## config.mk

```make
export PLATFORM = sky130hd
export DESIGN_NAME = term_front_top
export DESIGN_NICKNAME = d
export VERILOG_FILES = /design/src/term_pkg.sv /design/src/term_front_top.sv /design/src/vram_clear.sv /design/src/clear_sequencer.sv /design/src/button_debounce.sv /design/src/tick_timer.sv
export VERILOG_INCLUDE_DIRS = /design/src
export SDC_FILE = /design/constraint.sdc
export NUM_CORES = 1
export LEC_CHECK = 0
export BUFFER_PORTS_ARGS = -buffer_cell sky130_fd_sc_hd__buf_2
export CORE_ASPECT_RATIO = 0.75
export CORE_MARGIN = 5
export CORE_UTILIZATION = 40
export DETAILED_ROUTE_END_ITERATION = 6
export PLACE_DENSITY = 0.74
export SLEW_MARGIN = 0
export SYNTH_ARGS = -nofsm -noshare
export SYNTH_HDL_FRONTEND = slang
export SYNTH_HIERARCHICAL = 1
export SYNTH_SLANG_ARGS = --single-unit
```

## constraint.sdc

```tcl
create_clock -name clk -period 1.7 [get_ports clk]
set_input_delay 0.085 -clock clk [delete_from_list [all_inputs] [get_ports clk]]
set_output_delay 0.085 -clock clk [all_outputs]
set_load 0.02 [all_outputs]
```

## src/term_settings.svh

```systemverilog
/*
  terminal front end settings
  clock division, debounce timing and character memory geometry
  shared by the RTL and the testbench model
*/

`ifndef TERM_SETTINGS_SVH
`define TERM_SETTINGS_SVH

// ====================
// clock division
// ====================

// clk cycles per pixel enable pulse
`define TERM_PRESCALE 4

// clk cycles per debounce sample tick
`define TERM_SAMPLE_DIV 16

// ====================
// debounce
// ====================

// equal samples in a row before the level moves
`define TERM_STABLE_COUNT 4

// ====================
// character memory
// ====================

`define TERM_VRAM_DEPTH 64
`define TERM_VRAM_AW 6

// ascii space, written to every cell on a clear
`define TERM_BLANK_CODE 8'h20

`endif
```

## src/term_pkg.sv

```systemverilog
/*
  terminal front end types
  cell address, character code and clear sequencer states
*/

`include "term_settings.svh"

package term_pkg;

  // ====================
  // memory port types
  // ====================

  // one character cell address
  typedef logic [`TERM_VRAM_AW-1:0] vram_addr_t;

  // one character code, ascii
  typedef logic [7:0] char_t;

  // ====================
  // sequencer states
  // ====================

  // four-phase exchange with the clear engine
  //   IDLE          no request out
  //   REQ           req high, waiting for ack
  //   WAIT_ACK_LOW  req dropped, waiting for ack to fall
  typedef enum logic [1:0] {
    IDLE         = 2'd0,
    REQ          = 2'd1,
    WAIT_ACK_LOW = 2'd2
  } seq_state_t;

endpackage

```

## src/term_front_top.sv

```systemverilog
/*
  character terminal front end
  clock enables, button debounce, clear handshake
  and the character memory write port
*/

module term_front_top (
  input  logic                 clk,
  input  logic                 arst_n,
  input  logic                 btn_rst,
  input  logic                 btn_cls,
  input  logic                 char_we,
  input  term_pkg::vram_addr_t char_addr,
  input  term_pkg::char_t      char_data,
  output logic                 pix_en,
  output logic                 vram_we,
  output term_pkg::vram_addr_t vram_addr,
  output term_pkg::char_t      vram_data,
  output logic                 busy,
  output logic [3:0]           led
);

  logic sample_tick;
  logic sys_rst_n;
  logic cls_level;
  logic cls_req;
  logic cls_ack;

  // ====================
  // timing
  // ====================

  tick_timer tick_timer_i (
    .clk         (clk),
    .arst_n      (arst_n),
    .pix_en      (pix_en),
    .sample_tick (sample_tick)
  );

  // ====================
  // buttons
  // ====================

  // system held in reset until the button level settles high
  button_debounce #(
    .reset_level (1'b0)
  ) rst_debounce_i (
    .clk         (clk),
    .arst_n      (arst_n),
    .sample_tick (sample_tick),
    .btn_raw     (btn_rst),
    .btn_level   (sys_rst_n)
  );

  // clear button, active low
  button_debounce #(
    .reset_level (1'b1)
  ) cls_debounce_i (
    .clk         (clk),
    .arst_n      (arst_n),
    .sample_tick (sample_tick),
    .btn_raw     (btn_cls),
    .btn_level   (cls_level)
  );

  // ====================
  // clear path
  // ====================

  clear_sequencer clear_sequencer_i (
    .clk       (clk),
    .arst_n    (arst_n),
    .sys_rst_n (sys_rst_n),
    .cls_level (cls_level),
    .cls_ack   (cls_ack),
    .cls_req   (cls_req)
  );

  vram_clear vram_clear_i (
    .clk       (clk),
    .arst_n    (arst_n),
    .sys_rst_n (sys_rst_n),
    .cls_req   (cls_req),
    .cls_ack   (cls_ack),
    .char_we   (char_we),
    .char_addr (char_addr),
    .char_data (char_data),
    .busy      (busy),
    .vram_we   (vram_we),
    .vram_addr (vram_addr),
    .vram_data (vram_data)
  );

  // status leds
  assign led = {pix_en, busy, cls_level, sys_rst_n};

endmodule

```

## src/vram_clear.sv

```systemverilog
/*
  character memory clear engine
  sweeps the blank code over every cell on request and
  arbitrates the single write port with external writes
*/

`include "term_settings.svh"

module vram_clear (
  input  logic                 clk,
  input  logic                 arst_n,
  input  logic                 sys_rst_n,
  input  logic                 cls_req,
  output logic                 cls_ack,
  input  logic                 char_we,
  input  term_pkg::vram_addr_t char_addr,
  input  term_pkg::char_t      char_data,
  output logic                 busy,
  output logic                 vram_we,
  output term_pkg::vram_addr_t vram_addr,
  output term_pkg::char_t      vram_data
);

  localparam term_pkg::vram_addr_t last_addr =
    term_pkg::vram_addr_t'(`TERM_VRAM_DEPTH - 1);

  term_pkg::vram_addr_t sweep_addr_q;
  term_pkg::vram_addr_t ext_addr_q;
  term_pkg::char_t      ext_data_q;

  logic sweep_q;
  logic ack_q;
  logic ext_we_q;
  logic sweep_start;

  // new request, not already sweeping or acking
  assign sweep_start = cls_req & ~sweep_q & ~ack_q;

  // ====================
  // sweep and ack
  // ====================

  always_ff @(posedge clk or negedge arst_n) begin
    if (!arst_n) begin
      sweep_q      <= 1'b0;
      ack_q        <= 1'b0;
      sweep_addr_q <= '0;
    end else if (!sys_rst_n) begin
      sweep_q      <= 1'b0;
      ack_q        <= 1'b0;
      sweep_addr_q <= '0;
    end else if (sweep_start) begin
      sweep_q      <= 1'b1;
      sweep_addr_q <= '0;
    end else if (sweep_q) begin
      // one blank write per cycle
      sweep_addr_q <= sweep_addr_q + 1'b1;
      if (sweep_addr_q == last_addr) begin
        sweep_q <= 1'b0;
        ack_q   <= 1'b1;
      end
    end else if (ack_q && !cls_req) begin
      // req dropped, finish the exchange
      ack_q <= 1'b0;
    end
  end

  // ====================
  // external writes
  // ====================

  // held off while busy, the writer keeps its request up
  always_ff @(posedge clk or negedge arst_n) begin
    if (!arst_n) begin
      ext_we_q <= 1'b0;
    end else if (!sys_rst_n) begin
      ext_we_q <= 1'b0;
    end else begin
      ext_we_q <= char_we & ~busy;
    end
  end

  // payload only
  always_ff @(posedge clk) begin
    if (char_we && !busy) begin
      ext_addr_q <= char_addr;
      ext_data_q <= char_data;
    end
  end

  // ====================
  // write port
  // ====================

  // an accepted external write lands before any sweep can start
  assign vram_we   = sweep_q | ext_we_q;
  assign vram_addr = sweep_q ? sweep_addr_q : ext_addr_q;
  assign vram_data = sweep_q ? term_pkg::char_t'(`TERM_BLANK_CODE) : ext_data_q;

  // from req seen until ack falls
  assign busy    = cls_req | sweep_q | ack_q;
  assign cls_ack = ack_q;

endmodule

```

## src/clear_sequencer.sv

```systemverilog
/*
  clear sequencer
  turns clear presses and reset release into four-phase
  requests to the clear engine, one pending press kept
*/

module clear_sequencer (
  input  logic clk,
  input  logic arst_n,
  input  logic sys_rst_n,
  input  logic cls_level,
  input  logic cls_ack,
  output logic cls_req
);

  term_pkg::seq_state_t state_q;

  logic cls_level_q;
  logic sys_rst_q;
  logic pending_q;
  logic press_evt;
  logic release_evt;
  logic clear_evt;

  // ====================
  // event detect
  // ====================

  // history flops follow their inputs even during system reset
  always_ff @(posedge clk or negedge arst_n) begin
    if (!arst_n) begin
      cls_level_q <= 1'b1;
      sys_rst_q   <= 1'b0;
    end else begin
      cls_level_q <= cls_level;
      sys_rst_q   <= sys_rst_n;
    end
  end

  // button is active low, press is a falling level
  assign press_evt   = cls_level_q & ~cls_level;
  // first cycle out of system reset
  assign release_evt = sys_rst_n & ~sys_rst_q;
  assign clear_evt   = press_evt | release_evt;

  // ====================
  // handshake FSM
  // ====================

  always_ff @(posedge clk or negedge arst_n) begin
    if (!arst_n) begin
      state_q   <= term_pkg::IDLE;
      pending_q <= 1'b0;
    end else if (!sys_rst_n) begin
      state_q   <= term_pkg::IDLE;
      pending_q <= 1'b0;
    end else begin
      case (state_q)
        term_pkg::IDLE: begin
          // new event or one left over from the last clear
          if (clear_evt || pending_q) begin
            state_q   <= term_pkg::REQ;
            pending_q <= 1'b0;
          end
        end
        term_pkg::REQ: begin
          if (clear_evt) pending_q <= 1'b1;
          // engine finished the sweep
          if (cls_ack) state_q <= term_pkg::WAIT_ACK_LOW;
        end
        term_pkg::WAIT_ACK_LOW: begin
          if (clear_evt) pending_q <= 1'b1;
          if (!cls_ack) state_q <= term_pkg::IDLE;
        end
        default: begin
          state_q <= term_pkg::IDLE;
        end
      endcase
    end
  end

  // req only in its own state, dropped as soon as ack is seen
  assign cls_req = state_q == term_pkg::REQ;

endmodule

```

## src/button_debounce.sv

```systemverilog
/*
  push button debouncer
  two-flop synchronizer and a stable-count filter that
  moves the level only after a run of equal samples
*/

`include "term_settings.svh"

module button_debounce #(
  // level held while in reset and before the first press
  parameter bit reset_level = 1'b0
) (
  input  logic clk,
  input  logic arst_n,
  input  logic sample_tick,
  input  logic btn_raw,
  output logic btn_level
);

  localparam int unsigned cnt_w = $clog2(`TERM_STABLE_COUNT + 1);

  logic [1:0]       sync_q;
  logic [cnt_w-1:0] stable_cnt_q;
  logic             level_q;
  logic             sample_diff;

  // ====================
  // synchronizer
  // ====================

  // raw button is asynchronous to clk
  always_ff @(posedge clk or negedge arst_n) begin
    if (!arst_n) begin
      sync_q <= {2{reset_level}};
    end else begin
      sync_q <= {sync_q[0], btn_raw};
    end
  end

  // synchronized sample disagrees with the current output
  assign sample_diff = sync_q[1] != level_q;

  // ====================
  // stable filter
  // ====================

  always_ff @(posedge clk or negedge arst_n) begin
    if (!arst_n) begin
      stable_cnt_q <= '0;
      level_q      <= reset_level;
    end else if (sample_tick) begin
      if (sample_diff) begin
        // last sample of the run flips the output
        if (stable_cnt_q == cnt_w'(`TERM_STABLE_COUNT - 1)) begin
          level_q      <= sync_q[1];
          stable_cnt_q <= '0;
        end else begin
          stable_cnt_q <= stable_cnt_q + 1'b1;
        end
      end else begin
        // bounce back, start over
        stable_cnt_q <= '0;
      end
    end
  end

  assign btn_level = level_q;

endmodule

```

## src/tick_timer.sv

```systemverilog
/*
  tick timer
  free-running dividers for the pixel clock enable and
  the slow debounce sample tick, both one-cycle pulses
*/

`include "term_settings.svh"

module tick_timer (
  input  logic clk,
  input  logic arst_n,
  output logic pix_en,
  output logic sample_tick
);

  localparam int unsigned pix_w    = $clog2(`TERM_PRESCALE + 1);
  localparam int unsigned sample_w = $clog2(`TERM_SAMPLE_DIV + 1);

  logic [pix_w-1:0]    pix_cnt_q;
  logic [sample_w-1:0] sample_cnt_q;

  // ====================
  // pixel enable
  // ====================

  // stands in for the divided video clock
  always_ff @(posedge clk or negedge arst_n) begin
    if (!arst_n) begin
      pix_cnt_q <= '0;
      pix_en    <= 1'b0;
    end else if (pix_cnt_q == pix_w'(`TERM_PRESCALE - 1)) begin
      pix_cnt_q <= '0;
      pix_en    <= 1'b1;
    end else begin
      pix_cnt_q <= pix_cnt_q + 1'b1;
      pix_en    <= 1'b0;
    end
  end

  // ====================
  // sample tick
  // ====================

  // paces the button filters
  always_ff @(posedge clk or negedge arst_n) begin
    if (!arst_n) begin
      sample_cnt_q <= '0;
      sample_tick  <= 1'b0;
    end else if (sample_cnt_q == sample_w'(`TERM_SAMPLE_DIV - 1)) begin
      sample_cnt_q <= '0;
      sample_tick  <= 1'b1;
    end else begin
      sample_cnt_q <= sample_cnt_q + 1'b1;
      sample_tick  <= 1'b0;
    end
  end

endmodule

```

== Word level (Yosys, flattened, before mapping) ==
Cells that the tools add are included.

* $add $sub $neg: 5
* Equality and inequality tests: 18
* Multiplexer cells: 32
* Bitwise gates (word level): 14
* Reduce and logical (&&, ||, !) cells: 12

{| class="wikitable"
|+ Operator list
! operator !! number
|-
| $mux W6 || 4
|-
| $mux W1 || 15
|-
| $mux W3 || 5
|-
| $reduce_and A3 Y1 || 5
|-
| $add A3 B1 Y3 const B || 3
|-
| $eq A3 B2 Y1 const B || 3
|-
| $ne A3 B2 Y1 const B || 3
|-
| $ne A3 B3 Y1 const B || 3
|-
| $mux W2 || 4
|-
| $mux W8 || 1
|-
| $add A6 B1 Y6 const B || 1
|-
| $eq A6 B6 Y1 const B || 1
|-
| $ne A3 B1 Y1 const B || 2
|-
| $pmux W2 S3 || 1
|-
| $add A5 B1 Y5 const B || 1
|-
| $and A1 B1 Y1 || 5
|-
| $eq A5 B4 Y1 const B || 1
|-
| $mux W5 || 1
|-
| $not A1 Y1 || 5
|-
| $or A1 B1 Y1 || 4
|-
| $eq A2 B1 Y1 const B || 1
|-
| $eq A2 B2 Y1 const B || 1
|-
| $logic_and A1 B1 Y1 || 2
|-
| $logic_not A1 Y1 || 2
|-
| other kinds (6) || 7
|}

* Register bits: 50
* Input bits: 19
* Output and inout port bits: 21
* Word-level logic and storage cells: 101

== Depth between registers and ports, before layout ==
* Depth after elaboration: 7
* Mapped depth: 5
* Mapped depth without buffers: 5

== Cells and area by module ==
The synthesis kept the hierarchy.

{| class="wikitable"
|+ Modules (own cells, without submodules)
! module !! instances !! cells an instance !! area each (um2) !! seq. area each (um2)
|-
| vram_clear || 1 || 83 || 1,049.8 || 645.6
|-
| tick_timer || 1 || 26 || 362.8 || 250.2
|-
| clear_sequencer || 1 || 22 || 267.8 || 126.4
|-
| button_debounce at cls_debounce_i || 1 || 20 || 256.5 || 153.9
|-
| button_debounce at rst_debounce_i || 1 || 20 || 252.7 || 150.1
|-
| term_front_top || 1 || 4 || 30.0 || 0.0
|}

== Worst setup path before layout ==
No wires, ideal clock.

* Path kind: reg2reg
* From: register clear_sequencer_i.state_q[1]
* To: register vram_clear_i.ext_addr_q[0], enable pin
* Library setup time: 0.367 ns
* Arrival time: 1.288 ns
* Required time: 1.333 ns
* Slack: 0.045 ns
* Stages on the path, launching flop included: 5
* Buffers on the path: 0
* Period minus slack after synthesis: 1.655 ns
* Path through: dfrtp_1 > inv_1 > ha_1 > nor3_1 > and2_1

* Word-level cells in the longest chain between the ends: 5

{| class="wikitable"
|+ Ends and longest elaborated chain
! item !! line !! text
|-
| start: declaration || clear_sequencer.sv:16 || <nowiki>term_pkg::seq_state_t state_q;</nowiki>
|-
| start signal: assignment || clear_sequencer.sv:52 || <nowiki>state_q <= term_pkg::IDLE;</nowiki>
|-
| start signal: assignment || clear_sequencer.sv:55 || <nowiki>state_q <= term_pkg::IDLE;</nowiki>
|-
| start signal: assignment || clear_sequencer.sv:62 || <nowiki>state_q <= term_pkg::REQ;</nowiki>
|-
| $eq A2 B1 Y1 || clear_sequencer.sv:83 || <nowiki>assign cls_req = state_q == term_pkg::REQ;</nowiki>
|-
| net cls_req || term_front_top.sv:26 || <nowiki>logic cls_req;</nowiki>
|-
| $or A1 B1 Y1 (2 in series) || vram_clear.sv:101 || <nowiki>assign busy = cls_req | sweep_q | ack_q;</nowiki>
|-
| $logic_not A1 Y1 || vram_clear.sv:85 || <nowiki>if (char_we && !busy) begin</nowiki>
|-
| $logic_and A1 B1 Y1 || vram_clear.sv:85 ||
|-
| end signal: assignment || vram_clear.sv:86 || <nowiki>ext_addr_q <= char_addr;</nowiki>
|-
| end: declaration || vram_clear.sv:28 || <nowiki>term_pkg::vram_addr_t ext_addr_q;</nowiki>
|}

The timed path passes the listed nets, and every way through them passes these cells.
A chain may end at the register's enable or synchronous reset.

== Worst setup path after layout ==
* From: register vram_clear_i.sweep_q
* To: output vram_addr[0]

* Word-level cells in the longest chain between the ends: 1

{| class="wikitable"
|+ Ends and longest elaborated chain
! item !! line !! text
|-
| start: declaration || vram_clear.sv:31 || <nowiki>logic sweep_q;</nowiki>
|-
| start signal: assignment || vram_clear.sv:45 || <nowiki>sweep_q <= 1'b0;</nowiki>
|-
| start signal: assignment || vram_clear.sv:49 || <nowiki>sweep_q <= 1'b0;</nowiki>
|-
| start signal: assignment || vram_clear.sv:53 || <nowiki>sweep_q <= 1'b1;</nowiki>
|-
| $mux W6 || vram_clear.sv:97 || <nowiki>assign vram_addr = sweep_q ? sweep_addr_q : ext_addr_q;</nowiki>
|-
| end: declaration || term_front_top.sv:17 || <nowiki>output term_pkg::vram_addr_t vram_addr,</nowiki>
|}

No other way between the ends.

==> key figures <==
Floorplan
  – Die width: 96.0 um
  – Area of the die: 7150 um^2
  – Die H: 74.5 um
  – I/O Pins: 40
  – Core Region: 5350 um^2
  – Num rows: 23
  – Initial Util: 0.415

Synth
  – Post-synth EDFFs: 14
  – Post-Synth Simple-Gate Area: 0.153
  – Post-synthesis compound-gate area fraction: 0.0868
  – Async S/R FF share, synth: 0.720
  – Largest family of logic cells by synthesized area: simple AND/OR/NAND/NOR gates
  – Post-Synth Adder-Cell Area: 0.0451
  – Unique masters post-synth: between 40 and 50
  – Net count after synthesis: 202
  – Ys flop type: dfrtp_1
  – Cells after Synth: ~180
  – Mux contribution to synthesized area: 0.0569
  – Mapped cell area: 2220 um^2
  – Area share of xor/xnor cells in the synthesized design: 0.0237
  – Number of synthesized register bits: 50
  – Synthesis warning total: 6
  – Mean Syn Cell Area: 12.7 um^2
  – Seq/Total Area, Yosys: 0.598

Global route
  – First-pass GRT wire length: 6840 um
  – Total track usage: 0.126
  – Pin count of the biggest net entering global routing: 37
  – Grt total ovfl: 0
  – Vias in the first global route: 1,448
  – Antenna violations before repair: 0

Timing
  – Max-slew violations: 0
  – Clock skew: 0.0102 ns
  – Fin worst setup slack: 0.144 ns
  – Setup TNS: 0 ns
  – Fin crit share: 0.915
  – RSZ-0062 raised after global routing: no
  – Endpoints failing hold: 0
  – Rel. slew slack: 0.701
  – Crit path time final: roughly 1.6 ns
  – Final setup violation count: 0
  – Least-Margin Pin Slew: 0.449 ns
  – Max Clk Rate: ~0.64 GHz

Routing
  – Detailed Route WL: a little over 4000 um
  – DRC viols: 0
  – DR vias: 1,425
  – WL per Instance: 13.1 um
  – DR pass1 iterations: 4
  – Vias/cell: 4.60
  – DRT iter0 DRCs: 62
  – Routed Antenna Nets: 0

CTS
  – CTS Sinks: 50
  – TritonCTS buffer count: 5
  – CTS H-tree depth: 2
  – Clk Latency, worst-skew pair: 0.30 ns
  – Worst-case clock buffer depth: 2
  – Reg clk slew, reported paths: 0.09 ns
  – CTS tree: built
  – CTS root buffer: clkbuf_8

Worst setup path
  – CP peak stage delay: between 0.4 and 0.5 ns
  – Slowest cell on crit path: dfrtp_2
  – Crit-path leading delay family: flip-flops
  – Critical-path cell list: buf_12, mux2_2, buf_2
  – Arr. time, crit path: 1.47 ns
  – Critical Path RT: 1.62 ns
  – R2r worst-path depth: 5
  – Critical Path Fanout Max: 24
  – Crit end category: output port
  – Cell count along the critical path: 3
  – Buf/Inv on CP: 2
  – Crit Path Class: register to output port
  – Startpoint Class: register

Power and ir drop
  – Pwr dens: 813 nW/um^2
  – LEAKAGE: 0.00124 uW
  – VDD IR-drop max: 0.000505 V
  – Total power: 2290 uW

Status
  – Status: completed

Placed design
  – # port buffers: 39
  – HPWL Detailed: 2780 um
  – GP Congestion: 0.816
  – Setup slack at placement: 0.161 ns

Hold path
  – Hold Path Depth: 2
  – Worst hold-check path type: input port to register

Finish
  – FILL cells: 462
  – Nets: roughly 260
  – Area delta synth->final: 26.7%
  – Most frequent cells in the layout: 39 x buf_2, 31 x dfrtp_1, 17 x dlygate4sd3_1
  – # diodes: 0
  – Commonest non-fill, non-tap cell in the layout: buf_2
  – Share of cells above drive strength 1: 0.328

Run
  – Maxcap violations: 0
-- synth_stat cells, types with 5 or more instances --
cell type,instances,share of area
nand2b_1,8,0.023
nand2_1,9,0.015
nor2b_1,15,0.042
ha_1,8,0.045
dfrtp_1,32,0.36
mux2_2,5,0.025
edfxtp_1,14,0.19
inv_1,9,0.015
nand3b_1,6,0.020
a21oi_1,7,0.016
-- area by class of cell --
type	instances	area [um^2]	area share
clock buffers	5	68.8	0.0245
clock inverters	3	47.5	0.0169
inverters	9	33.8	0.0120
multi-input cells	108	820	0.291
flip-flops and latches	50	1330	0.472
well taps	75	93.8	0.0334
repair buffers	60	420	0.150
-- metal layers --
| layer | routed length [um] | vias to the layer above | track usage |
|---|---|---|---|
| met1 | 1920 | 681 | 0.171 |
| met3 | 136 | 5 | 0.0344 |
| met2 | 1940 | 18 | 0.195 |
| li1 | - | 721 | - |
| met4 | 49 | 0 | 0.0426 |
| met5 | 0 | - | 0 |
-- worst paths after layout --
path | from | endpoint | slack (ns)
worst max-delay path | vram_clear_i/sweep_q | vram_addr[0] | 0.14
worst min-delay path | char_we | vram_clear_i/ext_we_q | 0.05
worst max register to register | clear_sequencer_i/state_q[1] | vram_clear_i/ext_data_q[5] | 0.23
worst min register to register | cls_debounce_i/sync_q[0] | cls_debounce_i/sync_q[1] | 0.36
max in group asynchronous | arst_n | clear_sequencer_i/cls_level_q | 1.01
min in group asynchronous | arst_n | vram_clear_i/sweep_addr_q[3] | 0.35
-- logic make-up (layout without fill, tap and decap cells) --
| family | count (synthesis) | after routing |
|---|---|---|
| simple gates | 57 | 57 |
| flops | 50 | 50 |
| compound gates | 27 | 27 |
| buf+inv | 17 | 77 |
| mux | 10 | 10 |
| fa+ha+maj | 8 | 8 |
| xor+xnor | 6 | 6 |
-- flip-flops by register name (all words and copies together) (netlist names) --
name and flops:
clear_sequencer_i/cls_level_q 1, clear_sequencer_i/pending_q 1, clear_sequencer_i/state_q 2, clear_sequencer_i/sys_rst_q 1, cls_debounce_i/btn_level 1, cls_debounce_i/stable_cnt_q 3, cls_debounce_i/sync_q 2, rst_debounce_i/btn_level 1
rst_debounce_i/stable_cnt_q 3, rst_debounce_i/sync_q 2, tick_timer_i/pix_cnt_q 3, tick_timer_i/pix_en 1, tick_timer_i/sample_cnt_q 5, tick_timer_i/sample_tick 1, vram_clear_i/cls_ack 1, vram_clear_i/ext_addr_q 6
vram_clear_i/ext_data_q 8, vram_clear_i/ext_we_q 1, vram_clear_i/sweep_addr_q 6, vram_clear_i/sweep_q 1
-- per-stage QoR --
step	utilization	cells	instance area [um^2]	hold slack [ns]
2_1_floorplan	-	175	2220	-0.211
3_3_place_gp	0.470	285	2520	0.150
3_5_place_dp	0.470	285	2520	0.150
4_1_cts	0.524	310	2800	0.0387
5_1_grt	0.525	310	2810	0.0466
6_report	0.525	310	2810	0.0459
-- timing repair --
item	4_1_cts	5_1_grt
endpoints found under the hold margin	48	0
gates resized for setup	0	3
setup buffers	0	0
endpoints found under the setup margin	0	6
hold buffers	17	0
-- where the power goes --
| group | switching (uW) | internal, uW | leakage, uW |
|---|---|---|---|
| Sequential | 12.4 | 1270 | 0.000607 |
| Clock | 398 | 446 | 0.0000587 |
| Combinational | 79.1 | 79.8 | 0.000575 |
| Total | 490 | 1800 | 0.00124 |
No activity file was read; power rests on OpenSTA's default activity.
